--- config.mk ---
export PLATFORM = sky130hd
export DESIGN_NAME = frogger_top
export DESIGN_NICKNAME = d
export VERILOG_FILES = /design/src/frogger_pkg.sv /design/src/car_row.sv /design/src/frog.sv /design/src/frogger_top.sv /design/src/game_state.sv /design/src/key_decoder.sv /design/src/seg7_decoder.sv
export VERILOG_INCLUDE_DIRS = /design/src
export SDC_FILE = /design/constraint.sdc
export NUM_CORES = 2
export LEC_CHECK = 0
export BUFFER_PORTS_ARGS = -buffer_cell sky130_fd_sc_hd__buf_4
export CORE_UTILIZATION = 45
export DETAILED_ROUTE_END_ITERATION = 16
export PLACE_DENSITY = 0.64
export REMOVE_ABC_BUFFERS = 1
export SKIP_LAST_GASP = 1
export SLEW_MARGIN = 25
export SYNTH_ARGS = -nofsm -noshare
export SYNTH_HDL_FRONTEND = slang
export SYNTH_SLANG_ARGS = --single-unit
--- constraint.sdc ---
create_clock -name Clk -period 28 [get_ports Clk]
set_input_delay 0 -clock Clk [delete_from_list [all_inputs] [get_ports Clk]]
set_output_delay 0 -clock Clk [all_outputs]
set_load 0.01 [all_outputs]
--- src/frogger_defines.svh ---
/*
 * Screen, grid, lane, timer and keycode constants of the Frogger game core.
 * Included by every RTL file that needs a game constant.
 */
`ifndef FROGGER_DEFINES_SVH
`define FROGGER_DEFINES_SVH

`define SCREEN_W      640     // Lane wrap width
`define GRID          40      // Frog step, car and frog width
`define X_MAX         600
`define Y_START       440     // Frog start row
`define Y_GOAL        40      // Home row
`define NUM_LANES     4
`define NUM_FROGS     3

`define CAR_Y_0       400
`define CAR_Y_1       360
`define CAR_Y_2       320
`define CAR_Y_3       280
`define CAR_SPEED_0   10      // Pixels per frame
`define CAR_SPEED_1   7
`define CAR_SPEED_2   3
`define CAR_SPEED_3   1
`define CAR_DIR_0     1'b1    // 1 moves right, 0 moves left
`define CAR_DIR_1     1'b0
`define CAR_DIR_2     1'b1
`define CAR_DIR_3     1'b0
`define CAR_GAP       160

`define FROG_X_0      120
`define FROG_X_1      320
`define FROG_X_2      520

`define LIVES_INIT    5
`define TIME_INIT     60      // Seconds
`define TICKS_PER_SEC 60

// USB HID keycodes
`define KEY_LEFT      8'h50
`define KEY_RIGHT     8'h4f
`define KEY_UP        8'h52
`define KEY_DOWN      8'h51
`define KEY_FROG_0    8'h59
`define KEY_FROG_1    8'h5a
`define KEY_FROG_2    8'h5b

`endif

--- src/frogger_pkg.sv ---
/*
 * Shared types of the Frogger game core: coordinates, moves, counters
 * and the game state machine encoding.
 */
package frogger_pkg;

    typedef logic [10:0] coord_t;   // Pixel coordinate

    typedef struct packed
    {
        coord_t x;
        coord_t y;
    } frog_pos_t;

    typedef enum logic [1:0]
    {
        DIR_LEFT,
        DIR_RIGHT,
        DIR_UP,
        DIR_DOWN
    } dir_t;

    // One-cycle move strobe with its direction
    typedef struct packed
    {
        logic valid;
        dir_t dir;
    } move_t;

    typedef logic [3:0] lives_t;
    typedef logic [6:0] time_t;     // Seconds left

    typedef struct packed
    {
        logic win;
        logic lose;
    } game_status_t;

    typedef enum logic [1:0]
    {
        PLAYING,
        WON,
        LOST
    } game_fsm_t;

endpackage

--- src/car_row.sv ---
/*
 * One lane of four evenly spaced cars that wrap around the screen.
 * Reports which frogs overlap a car in the lane's row.
 */
`include "frogger_defines.svh"

module car_row
    import frogger_pkg::*;
#(
    parameter int LANE = 0
)
(
    input  logic                         Clk,
    input  logic                         rst,
    input  logic                         advance,
    input  frog_pos_t [`NUM_FROGS-1:0]   frogs,
    output logic [`NUM_FROGS-1:0]        hit
);

    localparam int     NUM_CARS = 4;
    localparam coord_t SCREEN   = coord_t'(`SCREEN_W);
    localparam coord_t WIDTH    = coord_t'(`GRID);
    localparam coord_t LANE_Y   = coord_t'((LANE == 0) ? `CAR_Y_0 :
                                           (LANE == 1) ? `CAR_Y_1 :
                                           (LANE == 2) ? `CAR_Y_2 : `CAR_Y_3);
    localparam coord_t SPEED    = coord_t'((LANE == 0) ? `CAR_SPEED_0 :
                                           (LANE == 1) ? `CAR_SPEED_1 :
                                           (LANE == 2) ? `CAR_SPEED_2 : `CAR_SPEED_3);
    localparam bit     MOVE_RIGHT = (LANE == 0) ? `CAR_DIR_0 :
                                    (LANE == 1) ? `CAR_DIR_1 :
                                    (LANE == 2) ? `CAR_DIR_2 : `CAR_DIR_3;

    coord_t offset;                 // x of car 0
    coord_t car_x [NUM_CARS];

    // Shortest distance on the wrapped screen
    function automatic coord_t circ_dist(input coord_t a, input coord_t b);
        coord_t d;
        d = (a >= b) ? a - b : b - a;
        return (d > SCREEN - d) ? SCREEN - d : d;
    endfunction

    always_ff @(posedge Clk)
    begin
        if (rst)
            offset <= '0;
        else if (advance)
        begin
            if (MOVE_RIGHT)
                offset <= (offset + SPEED >= SCREEN) ? offset + SPEED - SCREEN : offset + SPEED;
            else
                offset <= (offset < SPEED) ? offset + SCREEN - SPEED : offset - SPEED;
        end
    end

    // Car positions and hit test
    // --------------------
    always_comb
    begin
        for (int k = 0; k < NUM_CARS; k++)
        begin
            car_x[k] = offset + coord_t'(k * `CAR_GAP);
            if (car_x[k] >= SCREEN)
                car_x[k] = car_x[k] - SCREEN;   // Wrap
        end
        hit = '0;
        for (int f = 0; f < `NUM_FROGS; f++)
        begin
            for (int k = 0; k < NUM_CARS; k++)
            begin
                if (frogs[f].y == LANE_Y && circ_dist(frogs[f].x, car_x[k]) < WIDTH)
                    hit[f] = 1'b1;
            end
        end
    end

    a_offset_range: assert property (@(posedge Clk) disable iff (rst) offset < SCREEN);

endmodule

--- src/frog.sv ---
/*
 * One frog. Steps one grid cell per move strobe while selected, returns
 * to its start when a car hits it and freezes once it reaches home.
 */
`include "frogger_defines.svh"

module frog
    import frogger_pkg::*;
#(
    parameter int INDEX = 0
)
(
    input  logic                                  Clk,
    input  logic                                  rst,
    input  logic                                  advance,
    input  logic                                  playing,
    input  move_t                                 move,
    input  logic [2:0]                            sel,
    input  logic [`NUM_LANES-1:0][`NUM_FROGS-1:0] lane_hit,
    output frog_pos_t                             pos,
    output logic                                  dead,
    output logic                                  home
);

    localparam coord_t START_X = coord_t'((INDEX == 0) ? `FROG_X_0 :
                                          (INDEX == 1) ? `FROG_X_1 : `FROG_X_2);
    localparam coord_t STEP    = coord_t'(`GRID);
    localparam coord_t X_MAX   = coord_t'(`X_MAX);
    localparam coord_t Y_START = coord_t'(`Y_START);
    localparam coord_t Y_GOAL  = coord_t'(`Y_GOAL);

    logic      any_hit;
    frog_pos_t next_pos;

    always_comb
    begin
        any_hit = 1'b0;
        for (int l = 0; l < `NUM_LANES; l++)
            any_hit = any_hit | lane_hit[l][INDEX];
    end

    assign home = (pos.y == Y_GOAL);
    assign dead = advance && any_hit;   // Only on frame ticks

    // Clamped next cell
    // --------------------
    always_comb
    begin
        next_pos = pos;
        case (move.dir)
            DIR_LEFT:  next_pos.x = (pos.x < STEP) ? '0 : pos.x - STEP;
            DIR_RIGHT: next_pos.x = (pos.x + STEP > X_MAX) ? X_MAX : pos.x + STEP;
            DIR_UP:    next_pos.y = (pos.y < Y_GOAL + STEP) ? Y_GOAL : pos.y - STEP;
            DIR_DOWN:  next_pos.y = (pos.y + STEP > Y_START) ? Y_START : pos.y + STEP;
            default:   next_pos = pos;
        endcase
    end

    always_ff @(posedge Clk)
    begin
        if (rst)
        begin
            pos.x <= START_X;
            pos.y <= Y_START;
        end
        else if (dead)
        begin
            pos.x <= START_X;   // Hit wins over a move
            pos.y <= Y_START;
        end
        else if (move.valid && sel[INDEX] && playing && !home)
        begin
            pos <= next_pos;
        end
    end

    a_pos_bounds: assert property (@(posedge Clk) disable iff (rst)
        pos.x <= X_MAX && pos.y >= Y_GOAL && pos.y <= Y_START);

endmodule

--- src/frogger_top.sv ---
/*
 * Frogger game core. Takes a keycode and a frame tick, reports frog
 * positions, win and lose status and the time and lives displays.
 */
`include "frogger_defines.svh"

module frogger_top
    import frogger_pkg::*;
(
    input  logic                         Clk,
    input  logic                         rst,
    input  logic [7:0]                   keycode,
    input  logic                         frame_tick,
    output frog_pos_t [`NUM_FROGS-1:0]   frogs,
    output game_status_t                 status,
    output logic [6:0]                   hex_time_ones,
    output logic [6:0]                   hex_time_tens,
    output logic [6:0]                   hex_lives
);

    move_t                                 move;
    logic [2:0]                            sel;
    logic                                  advance;
    logic                                  playing;
    logic [`NUM_LANES-1:0][`NUM_FROGS-1:0] lane_hit;
    logic [`NUM_FROGS-1:0]                 dead;
    logic [`NUM_FROGS-1:0]                 home;
    lives_t                                lives;
    time_t                                 time_left;
    logic [3:0]                            time_tens;
    logic [3:0]                            time_ones;

    key_decoder i_key_decoder (.Clk, .rst, .keycode, .move, .sel);

    // Lanes and frogs
    // --------------------
    for (genvar l = 0; l < `NUM_LANES; l++)
    begin : g_lane
        car_row #(.LANE(l)) i_car_row (
            .Clk, .rst, .advance, .frogs, .hit(lane_hit[l])
        );
    end

    for (genvar f = 0; f < `NUM_FROGS; f++)
    begin : g_frog
        frog #(.INDEX(f)) i_frog (
            .Clk, .rst, .advance, .playing, .move, .sel, .lane_hit,
            .pos(frogs[f]), .dead(dead[f]), .home(home[f])
        );
    end

    game_state i_game_state (
        .Clk, .rst, .frame_tick, .dead, .home,
        .advance, .playing, .lives, .time_left, .status
    );

    // Displays
    // --------------------
    assign time_tens = 4'(time_left / 7'd10);
    assign time_ones = 4'(time_left % 7'd10);

    seg7_decoder i_seg_ones  (.digit(time_ones), .seg(hex_time_ones));
    seg7_decoder i_seg_tens  (.digit(time_tens), .seg(hex_time_tens));
    seg7_decoder i_seg_lives (.digit(lives),     .seg(hex_lives));

endmodule

--- src/game_state.sv ---
/*
 * Game bookkeeping: life counter, per-second countdown and the
 * play/won/lost state machine. Gates the frame tick into advance.
 */
`include "frogger_defines.svh"

module game_state
    import frogger_pkg::*;
(
    input  logic                  Clk,
    input  logic                  rst,
    input  logic                  frame_tick,
    input  logic [`NUM_FROGS-1:0] dead,
    input  logic [`NUM_FROGS-1:0] home,
    output logic                  advance,
    output logic                  playing,
    output lives_t                lives,
    output time_t                 time_left,
    output game_status_t          status
);

    localparam int TICK_W = $clog2(`TICKS_PER_SEC);

    game_fsm_t         state;
    logic [TICK_W-1:0] tick_cnt;
    logic [TICK_W-1:0] tick_next;
    logic [1:0]        dead_count;
    lives_t            lives_next;
    time_t             time_next;
    logic              sec_done;

    assign playing = (state == PLAYING);
    assign advance = frame_tick && playing; // Frozen after win or loss

    always_comb
    begin
        dead_count = 2'(dead[0]) + 2'(dead[1]) + 2'(dead[2]);
        lives_next = (lives > lives_t'(dead_count)) ? lives - lives_t'(dead_count) : '0;
        sec_done   = (tick_cnt == TICK_W'(`TICKS_PER_SEC - 1));
        tick_next  = sec_done ? '0 : tick_cnt + 1'b1;
        time_next  = (sec_done && time_left != '0) ? time_left - 1'b1 : time_left;
    end

    // State, counters and status
    // --------------------
    always_ff @(posedge Clk)
    begin
        if (rst)
        begin
            state     <= PLAYING;
            status    <= '0;
            lives     <= lives_t'(`LIVES_INIT);
            time_left <= time_t'(`TIME_INIT);
            tick_cnt  <= '0;
        end
        else if (advance)
        begin
            lives     <= lives_next;
            time_left <= time_next;
            tick_cnt  <= tick_next;
            if (&home)
            begin
                state      <= WON;  // Win beats a loss on the same tick
                status.win <= 1'b1;
            end
            else if (lives_next == '0 || time_next == '0)
            begin
                state       <= LOST;
                status.lose <= 1'b1;
            end
        end
    end

    a_lives_max: assert property (@(posedge Clk) disable iff (rst)
        lives <= lives_t'(`LIVES_INIT));

endmodule

--- src/key_decoder.sv ---
/*
 * Keyboard decoder. Arrow keys give one move strobe per new press,
 * frog keys latch a one-hot frog selection for the next cycle.
 */
`include "frogger_defines.svh"

module key_decoder
    import frogger_pkg::*;
(
    input  logic        Clk,
    input  logic        rst,
    input  logic [7:0]  keycode,
    output move_t       move,
    output logic [2:0]  sel
);

    logic [7:0] keycode_prev;   // Keycode seen last cycle
    logic       is_arrow;

    // Move strobe
    // --------------------
    always_comb
    begin
        is_arrow = 1'b1;
        move.dir = DIR_LEFT;
        case (keycode)
            `KEY_LEFT:  move.dir = DIR_LEFT;
            `KEY_RIGHT: move.dir = DIR_RIGHT;
            `KEY_UP:    move.dir = DIR_UP;
            `KEY_DOWN:  move.dir = DIR_DOWN;
            default:    is_arrow = 1'b0;
        endcase
        move.valid = is_arrow && (keycode != keycode_prev); // Held key gives no repeat
    end

    // Registered key history and selection
    // --------------------
    always_ff @(posedge Clk)
    begin
        if (rst)
        begin
            keycode_prev <= '0;
            sel          <= '0;
        end
        else
        begin
            keycode_prev <= keycode;
            case (keycode)
                `KEY_FROG_0: sel <= 3'b001;
                `KEY_FROG_1: sel <= 3'b010;
                `KEY_FROG_2: sel <= 3'b100;
                default:     sel <= sel;    // Zero and other codes keep the choice
            endcase
        end
    end

    a_sel_onehot: assert property (@(posedge Clk) disable iff (rst) $onehot0(sel));

endmodule

--- src/seg7_decoder.sv ---
/*
 * Hex digit to active-low seven-segment pattern, bit order gfedcba.
 */
module seg7_decoder
(
    input  logic [3:0] digit,
    output logic [6:0] seg
);

    always_comb
    begin
        case (digit)
            4'h0: seg = 7'b1000000;
            4'h1: seg = 7'b1111001;
            4'h2: seg = 7'b0100100;
            4'h3: seg = 7'b0110000;
            4'h4: seg = 7'b0011001;
            4'h5: seg = 7'b0010010;
            4'h6: seg = 7'b0000010;
            4'h7: seg = 7'b1111000;
            4'h8: seg = 7'b0000000;
            4'h9: seg = 7'b0010000;
            4'ha: seg = 7'b0001000;
            4'hb: seg = 7'b0000011; // Lower case b
            4'hc: seg = 7'b1000110;
            4'hd: seg = 7'b0100001; // Lower case d
            4'he: seg = 7'b0000110;
            default: seg = 7'b0001110;
        endcase
    end

endmodule

=== Yosys cells after proc, flatten, opt, wreduce, memory -nomap -nowiden ===
Memories as Yosys holds them, arrays and structs flattened. A register that Yosys moved wholly into a read port is not among the register bits.
Cells that the tools add are included.

* Add/sub/neg operators: 199
* Div/mod/pow operators: 2
* $lt $le $gt $ge: 177
* Eq/ne operators: 27
* Multiplexer cells: 192
* Bitwise logic cells: 10
* Reductions and logical operators: 90

{| class="wikitable"
|+ Operator list
! operator !! number
|-
| $mux W11 || 128
|-
| $sub A11 B11 Y11 || 96
|-
| $lt A11 B6 Y1 const B || 51
|-
| $ge A11 B11 Y1 || 48
|-
| $gt A11 B11 Y1 || 48
|-
| $sub A10 B11 Y11 const A || 48
|-
| $ge A11 B10 Y1 const B || 18
|-
| $sub A11 B10 Y11 const B || 18
|-
| $eq A11 B9 Y1 const B || 12
|-
| $pmux W11 S2 || 6
|-
| $add A11 B9 Y11 const B || 8
|-
| $add A11 B6 Y11 const B || 6
|-
| $sub A11 B6 Y11 const B || 6
|-
| $logic_and A1 B1 Y1 || 63
|-
| $eq A8 B7 Y1 const B || 7
|-
| $mux W1 || 49
|-
| $add A11 B8 Y11 const B || 4
|-
| $eq A11 B6 Y1 const B || 3
|-
| $gt A11 B10 Y1 const B || 3
|-
| $gt A11 B9 Y1 const B || 3
|-
| $lt A11 B7 Y1 const B || 3
|-
| $add A11 B10 Y11 const B || 2
|-
| $sub A11 B1 Y11 const B || 2
|-
| $sub A11 B3 Y11 const B || 2
|-
| other kinds (37) || 63
|}

* Register bits: 142
* ROM bits: 336
* Word-level logic and storage cells: 718
* Memories kept: 3

{| class="wikitable"
|+ Memory list
! memory !! words !! bits a word !! rd ports !! clocked after memory_dff !! write ports !! line !! text
|-
| (no name shown) || 16 || 7 || 1 || 1 || 0 || seg7_decoder.sv:12 || <nowiki>case (digit)</nowiki>
|-
| (no name shown) || 16 || 7 || 1 || 0 || 0 || seg7_decoder.sv:12 ||
|-
| (no name shown) || 16 || 7 || 1 || 0 || 0 || seg7_decoder.sv:12 ||
|}

=== Depth between registers and ports, before layout ===
* Depth after elaboration: 25
* Mapped depth: 49

=== Cells and area by module ===
From an unflattened synthesis, not the netlist that was laid out.

* Cells, all modules: 9229
* Area total of the unflattened synthesis: 64491.9 sq um

{| class="wikitable"
|+ By module, submodules not included
! module !! instances !! cells each !! area an instance (sq um)
|-
| car_row at g_lane[0].i_car_row || 1 || 2162 || 14895.5
|-
| car_row at g_lane[1].i_car_row || 1 || 2089 || 14415.1
|-
| car_row at g_lane[2].i_car_row || 1 || 2039 || 14292.5
|-
| car_row at g_lane[3].i_car_row || 1 || 1940 || 13118.8
|-
| frog at g_frog[2].i_frog || 1 || 220 || 1641.6
|-
| frog at g_frog[0].i_frog || 1 || 227 || 1639.1
|-
| frog at g_frog[1].i_frog || 1 || 217 || 1597.8
|-
| game_state || 1 || 130 || 1126.1
|-
| seg7_decoder || 3 || 32 || 275.3
|-
| key_decoder || 1 || 54 || 513.0
|-
| frogger_top || 1 || 55 || 426.7
|}

=== Worst setup path before layout ===
OpenSTA, ideal clock, no wires.

* Path type: reg-to-reg
* Start point: reg g_lane[3].i_car_row.offset[7]
* End point: reg i_seg_lives.seg[1] (netlist name)
* Setup time: 0.117 ns
* Arrival: 9.197 ns
* Required time: 27.883 ns
* Path slack: 18.685 ns
* Cell stages (with the launch flop): 44
* Buffers on the path: 1
* Clock period less this slack: 9.315 ns
* Cells stage by stage: dfxtp_1 -> clkbuf_1 -> inv_1 -> ha_1 -> a21oi_1 -> xnor2_1 -> inv_1 -> ha_1 -> nand2_1 -> o21ai_0 -> a21boi_0 -> mux2_2 -> ha_1 -> and2_1 -> a221o_1 -> a311o_1 -> a2111oi_0 -> nor3_1 -> [... 8 more ...] -> o2111ai_1 -> o21ai_0 -> mux2i_1 -> o2111ai_1 -> a31oi_1 -> nand3_1 -> fa_1 -> ha_1 -> inv_1 -> fa_1 -> inv_1 -> or3_1 -> a21oi_1 -> inv_1 -> ha_1 -> nand2_1 -> o21ai_0 -> a32o_1

* Longest elaborated chain between the ends: 21
* Elaborated cells between the ends (all ways): 148

{| class="wikitable"
|+ Ends and longest elaborated chain
! item !! line !! text
|-
| start: declaration || car_row.sv:33 || <nowiki>coord_t offset;</nowiki>
|-
| start signal: assignment || car_row.sv:50 || <nowiki>offset <= (offset + SPEED >= SCREEN) ? offset + SPEED - SCREEN : offset + SPEED;</nowiki>
|-
| start signal: assignment || car_row.sv:52 || <nowiki>offset <= (offset < SPEED) ? offset + SCREEN - SPEED : offset - SPEED;</nowiki>
|-
| $add A11 B8 Y11 (tied with other cells) || car_row.sv:62 || <nowiki>car_x[k] = offset + coord_t'(k * `CAR_GAP);</nowiki>
|-
| $sub A11 B10 Y11 (tied with other cells) || car_row.sv:64 || <nowiki>car_x[k] = car_x[k] - SCREEN;</nowiki>
|-
| $mux W11 (tied with other cells) || car_row.sv:63 || <nowiki>if (car_x[k] >= SCREEN)</nowiki>
|-
| $sub A11 B11 Y11 (tied with other cells) || car_row.sv:39 || <nowiki>d = (a >= b) ? a - b : b - a;</nowiki>
|-
| $mux W11 or $sub A10 B11 Y11 (tied branches) || car_row.sv:39, car_row.sv:40 ||
|-
| $sub A10 B11 Y11 or $gt A11 B11 Y1 (tied branches) || car_row.sv:40 || <nowiki>return (d > SCREEN - d) ? SCREEN - d : d;</nowiki>
|-
| $gt A11 B11 Y1 or $mux W11 (tied branches) || car_row.sv:40 ||
|-
| $mux W11 or $lt A11 B6 Y1 (tied branches) || car_row.sv:40, car_row.sv:71 ||
|-
| [... 2 more ...] || n/a ||
|-
| $mux W1 (3 in series) || car_row.sv:71 || <nowiki>if (frogs[f].y == LANE_Y && circ_dist(frogs[f].x, car_x[k]) < WIDTH)</nowiki>
|-
| $or A1 B1 Y1 || frog.sv:39 || <nowiki>any_hit = any_hit | lane_hit[l][INDEX];</nowiki>
|-
| $logic_and A1 B1 Y1 || frog.sv:43 || <nowiki>assign dead = advance && any_hit;</nowiki>
|-
| $add A1 B1 Y2 || game_state.sv:37 || <nowiki>dead_count = 2'(dead[0]) + 2'(dead[1]) + 2'(dead[2]);</nowiki>
|-
| $add A2 B1 Y2 * || game_state.sv:37 ||
|-
| $sub A4 B2 Y4 or $gt A4 B2 Y1 (tied branches) || game_state.sv:38 || <nowiki>lives_next = (lives > lives_t'(dead_count)) ? lives - lives_t'(dead_count) : '0;</nowiki>
|-
| $mux W4 * || game_state.sv:38 ||
|-
| $mux W4 (no line) * (2 in series) || n/a ||
|}

Every way passes the cells marked *; elsewhere a longest branch is shown, timed or not.
A chain may end at the register's enable or synchronous reset.

=== Final worst setup path ===
* Start point: reg g_lane[2].i_car_row.offset[6]
* End point: reg i_game_state.status[0] (netlist name)

* Longest elaborated chain between the ends: 23
* Elaborated cells between the ends (all ways): 152

{| class="wikitable"
|+ Ends and longest elaborated chain
! item !! line !! text
|-
| start: declaration || car_row.sv:33 ||
|-
| start signal: assignment || car_row.sv:50 ||
|-
| start signal: assignment || car_row.sv:52 ||
|-
| $add A11 B8 Y11 (tied with other cells) || car_row.sv:62 ||
|-
| $sub A11 B10 Y11 (tied with other cells) || car_row.sv:64 ||
|-
| $mux W11 (tied with other cells) || car_row.sv:63 ||
|-
| $sub A11 B11 Y11 (tied with other cells) || car_row.sv:39 ||
|-
| $mux W11 or $sub A10 B11 Y11 (tied branches) || car_row.sv:39, car_row.sv:40 ||
|-
| $sub A10 B11 Y11 or $gt A11 B11 Y1 (tied branches) || car_row.sv:40 ||
|-
| $gt A11 B11 Y1 or $mux W11 (tied branches) || car_row.sv:40 ||
|-
| $mux W11 or $lt A11 B6 Y1 (tied branches) || car_row.sv:40, car_row.sv:71 ||
|-
| [... 7 more ...] || n/a ||
|-
| $logic_and A1 B1 Y1 || frog.sv:43 ||
|-
| $add A1 B1 Y2 || game_state.sv:37 ||
|-
| $add A2 B1 Y2 * || game_state.sv:37 ||
|-
| $sub A4 B2 Y4 or $gt A4 B2 Y1 (tied branches) || game_state.sv:38 ||
|-
| $mux W4 * || game_state.sv:38 ||
|-
| $logic_not A4 Y1 * || game_state.sv:66 || <nowiki>else if (lives_next == '0 || time_next == '0)</nowiki>
|-
| $logic_or A1 B1 Y1 * || game_state.sv:66 ||
|-
| $reduce_and A3 Y1 (no line) * || n/a ||
|}

Marked as above.

==> results_dict.tcl <==
set metrics [dict create \
    outcome "complete, no violations" \
    synth_area_leader_cell "ha_1" \
    synthFlopType "dfxtp_1" \
    finalHoldViolCount 0 \
    post_drt_wl_per_cell_um 25.1 \
    ff2ff_setup_slack_ps 15340 \
    ant_nets 0 \
    rsz0062_at_grt "no" \
    vias_per_cell 6.84 \
    fin_crit_sh 0.452 \
    netlist_area_mm2 0.0612 \
    gr-total-overflow 0 \
    grtUsageTotal 0.363 \
    htreeDepth 4 \
    drive_above_1_share 0.0660 \
    avgSynthCellArea_um2 6.89 \
    cts_resized 0 \
    reg2regPathDepth 38 \
    cts_buffers 17 \
    arrival_ps 13100 \
    rows 134 \
    root_buffer "clkbuf_16" \
    crit_required_ps 28440 \
    core-area_mm2 0.134 \
    drc 0 \
    gp_congestion 1.06 \
    pre_cts_ws_ps 15340 \
    setup_slack_ps 15340 \
    ioPinCount 100 \
    grt_use_met2 0.553 \
    synth_cell_type_count 125 \
    clkTransAtPathRegs_ps 80 \
    synth.ff_latch_count 130 \
    min_period_ps 12660 \
    die-area_mm2 0.137 \
    synth_top_area_frac 0.171 \
    criticalPathCategory "flip-flop to flip-flop" \
    setup_viol_count_final 0 \
    endpoint "i_game_state.status[0]" \
    multi_input_area_mm2 0.0554 \
    grt_max_degree 80 \
    min_from "keycode[7]" \
    critical-path-top-delay-family "compound AO/OA/AOI/OAI gates" \
    area_growth_pct 4.81 \
    crit_path_frequent_cell "ha_1" \
    die_y_um 371 \
    hold_class "input port to flip-flop" \
    tritoncts "yes" \
    cpPeakStageDelay_ps 970 \
    start_util 0.456 \
    crit_start "g_lane[2].i_car_row.offset[6]" \
    postSynth.asyncResetShare 0 \
    tightest_slew_ps 1210 \
    ir_worst_vdd_uv 197 \
    synthTopCellsByArea "ha_1 (17%), a21oi_1 (6.0%), nor2_1 (5.0%)" \
    grt_first_pass_wirelength_mm 392 \
    slowest_stage "a221oi_2" \
    tns_ps 0 \
    met3_usage 0.0721 \
    power_density_mw_per_mm2 112 \
    nFillCells 13700 \
    buffer_ports.inserted 81 \
    worst_setup_path_start_kind "flip-flop" \
    cts.sinks 130 \
    fin_nets 9558 \
    drtIter0Drc 8221 \
    max_clock_freq_mhz 79.0 \
    grt_pass1_vias 64600 \
    r2r_start "g_lane[2].i_car_row.offset[6]" \
    crit_fanout 13 \
    maxCapViolCount 0 \
    firstDrtPassIters 9 \
    timing.critical_path.buf_inv 3 \
    drt_wl_total_mm 263 \
    skew_ps 18.4 \
    fp.dieW_um 371 \
    maxSlewViolCount 0 \
    synth_edf_count 0 \
    final-seq-area_mm2 0.00262 \
    syn_inst 8879 \
    via_count 71800 \
    hpwl_mm 204 \
    globalRoute.busiestLayer "met2" \
    synth_most_common_cell "ha_1" \
    r2r_end "i_game_state.status[0]" \
    cp.depth 38 \
    yosys_warnings 0 \
    insertion_delay_ps 520 \
    clockBufferDepth 2 \
    antenna_found_initial 3 \
    yosysSeqAreaShare 0.0425 \
    yosys-top-cells-count "ha_1 (835), nor2_1 (810), a21oi_1 (738)" \
    end_kind "flip-flop" \
    slew_headroom 0.185 \
    met1_usage 0.484 \
    p_leak_nw 27.0 \
]
-- layout by cell type, fill, tap and decap left out, types with 135 or more instances in the layout --
cell type,instances
mux2i_1,229
o21ai_0,547
nand2_1,678
o211ai_1,135
xor2_1,141
nand3_1,232
a21o_1,196
a21oi_1,738
inv_1,442
nor3_1,321
xnor2_1,325
nor2_1,808
ha_1,835
a211oi_1,152
buf_4,200
-- stage by stage --
step	hold slack, ps	cells	cell area [µm²]	util	total power (W)
4_1_cts	248	10500	64000	0.477	0.00696
2_1_floorplan	69.1	8481	59500	-	0.00515
5_1_grt	301	10500	64100	0.478	0.00774
3_3_place_gp	246	10400	63300	0.472	0.00655
6_report	275	10500	64100	0.478	0.00715
3_5_place_dp	250	10400	63300	0.472	0.00667
-- cell type report --
class                   instances  area share
multi-input cells            7898       0.863
flip-flops and latches        130      0.0409
well taps                    1768      0.0345
inverters                     453      0.0265
repair buffers                210      0.0250
clock buffers                  18     0.00669
clock inverters                14     0.00262
diodes                         11    0.000429
-- repair_timing --
item,4_1_cts,5_1_grt
buffers inserted,0,0
hold buffers,9,0
endpoints found under the hold margin,23,0
-- worst min-delay path by stage --
stage	to	slack, ps	cells after the start
global route	i_key_decoder.keycode_prev[6]	300	3
floorplan	g_frog[0].i_frog.pos[9]	70	1
global placement	i_key_decoder.keycode_prev[5]	250	2
CTS	i_key_decoder.keycode_prev[5]	250	3
finish	i_key_decoder.keycode_prev[7]	280	3
detailed placement	i_key_decoder.keycode_prev[5]	250	2
-- cells by family (layout without fill, tap and decap cells) --
kind of cell | count (synthesis) | in the layout | synth area share
fa+ha+maj | 838 | 838 | 0.172
buf+inv | 872 | 695 | 0.0561
flops | 130 | 130 | 0.0425
other cells | 2 | 34 | 0.000123
compound gates | 3100 | 3100 | 0.348
mux | 292 | 292 | 0.0500
xor+xnor | 468 | 468 | 0.0674
simple gates | 3177 | 3177 | 0.264
-- layer usage --
metal | up-vias | routed length (µm)
li1 | 33200 | -
met1 | 34200 | 111000
met2 | 3739 | 111000
met3 | 683 | 27500
met4 | 8 | 13600
met5 | - | 54
-- where the power goes --
group	total, W	switching [W]	internal [W]	leakage (nW)
Clock	0.000256	0.000122	0.000134	0.286
Sequential	0.000222	0.0000279	0.000194	1.06
Combinational	0.00668	0.00412	0.00255	25.7
Total	0.00715	0.00427	0.00288	27.0
-- worst register-to-register path: cells and delay by family (launching register included) --
kind                     cells  cell delay, ps
AND/OR/NAND/NOR             14            3250
AO/OA/AOI/OAI               10            3400
adder cells (fa/ha/maj)      7            2500
multiplexers                 1             410
XOR/XNOR                     3            1630
buffers and inverters        3             720
flip-flops                   1             670
-- flip-flops by register name, summed over array words and instances, names as in the netlist --
name	flops
g_lane.i_car_row.offset	43
i_key_decoder.sel	3
i_game_state.tick_cnt	6
i_key_decoder.keycode_prev	8
i_seg_lives.seg	7
i_game_state.state	2
i_game_state.time_left	7
i_game_state.lives	4
i_game_state.status	2
g_frog.i_frog.pos	48
Note: power is estimated with default switching activity, not from simulation.
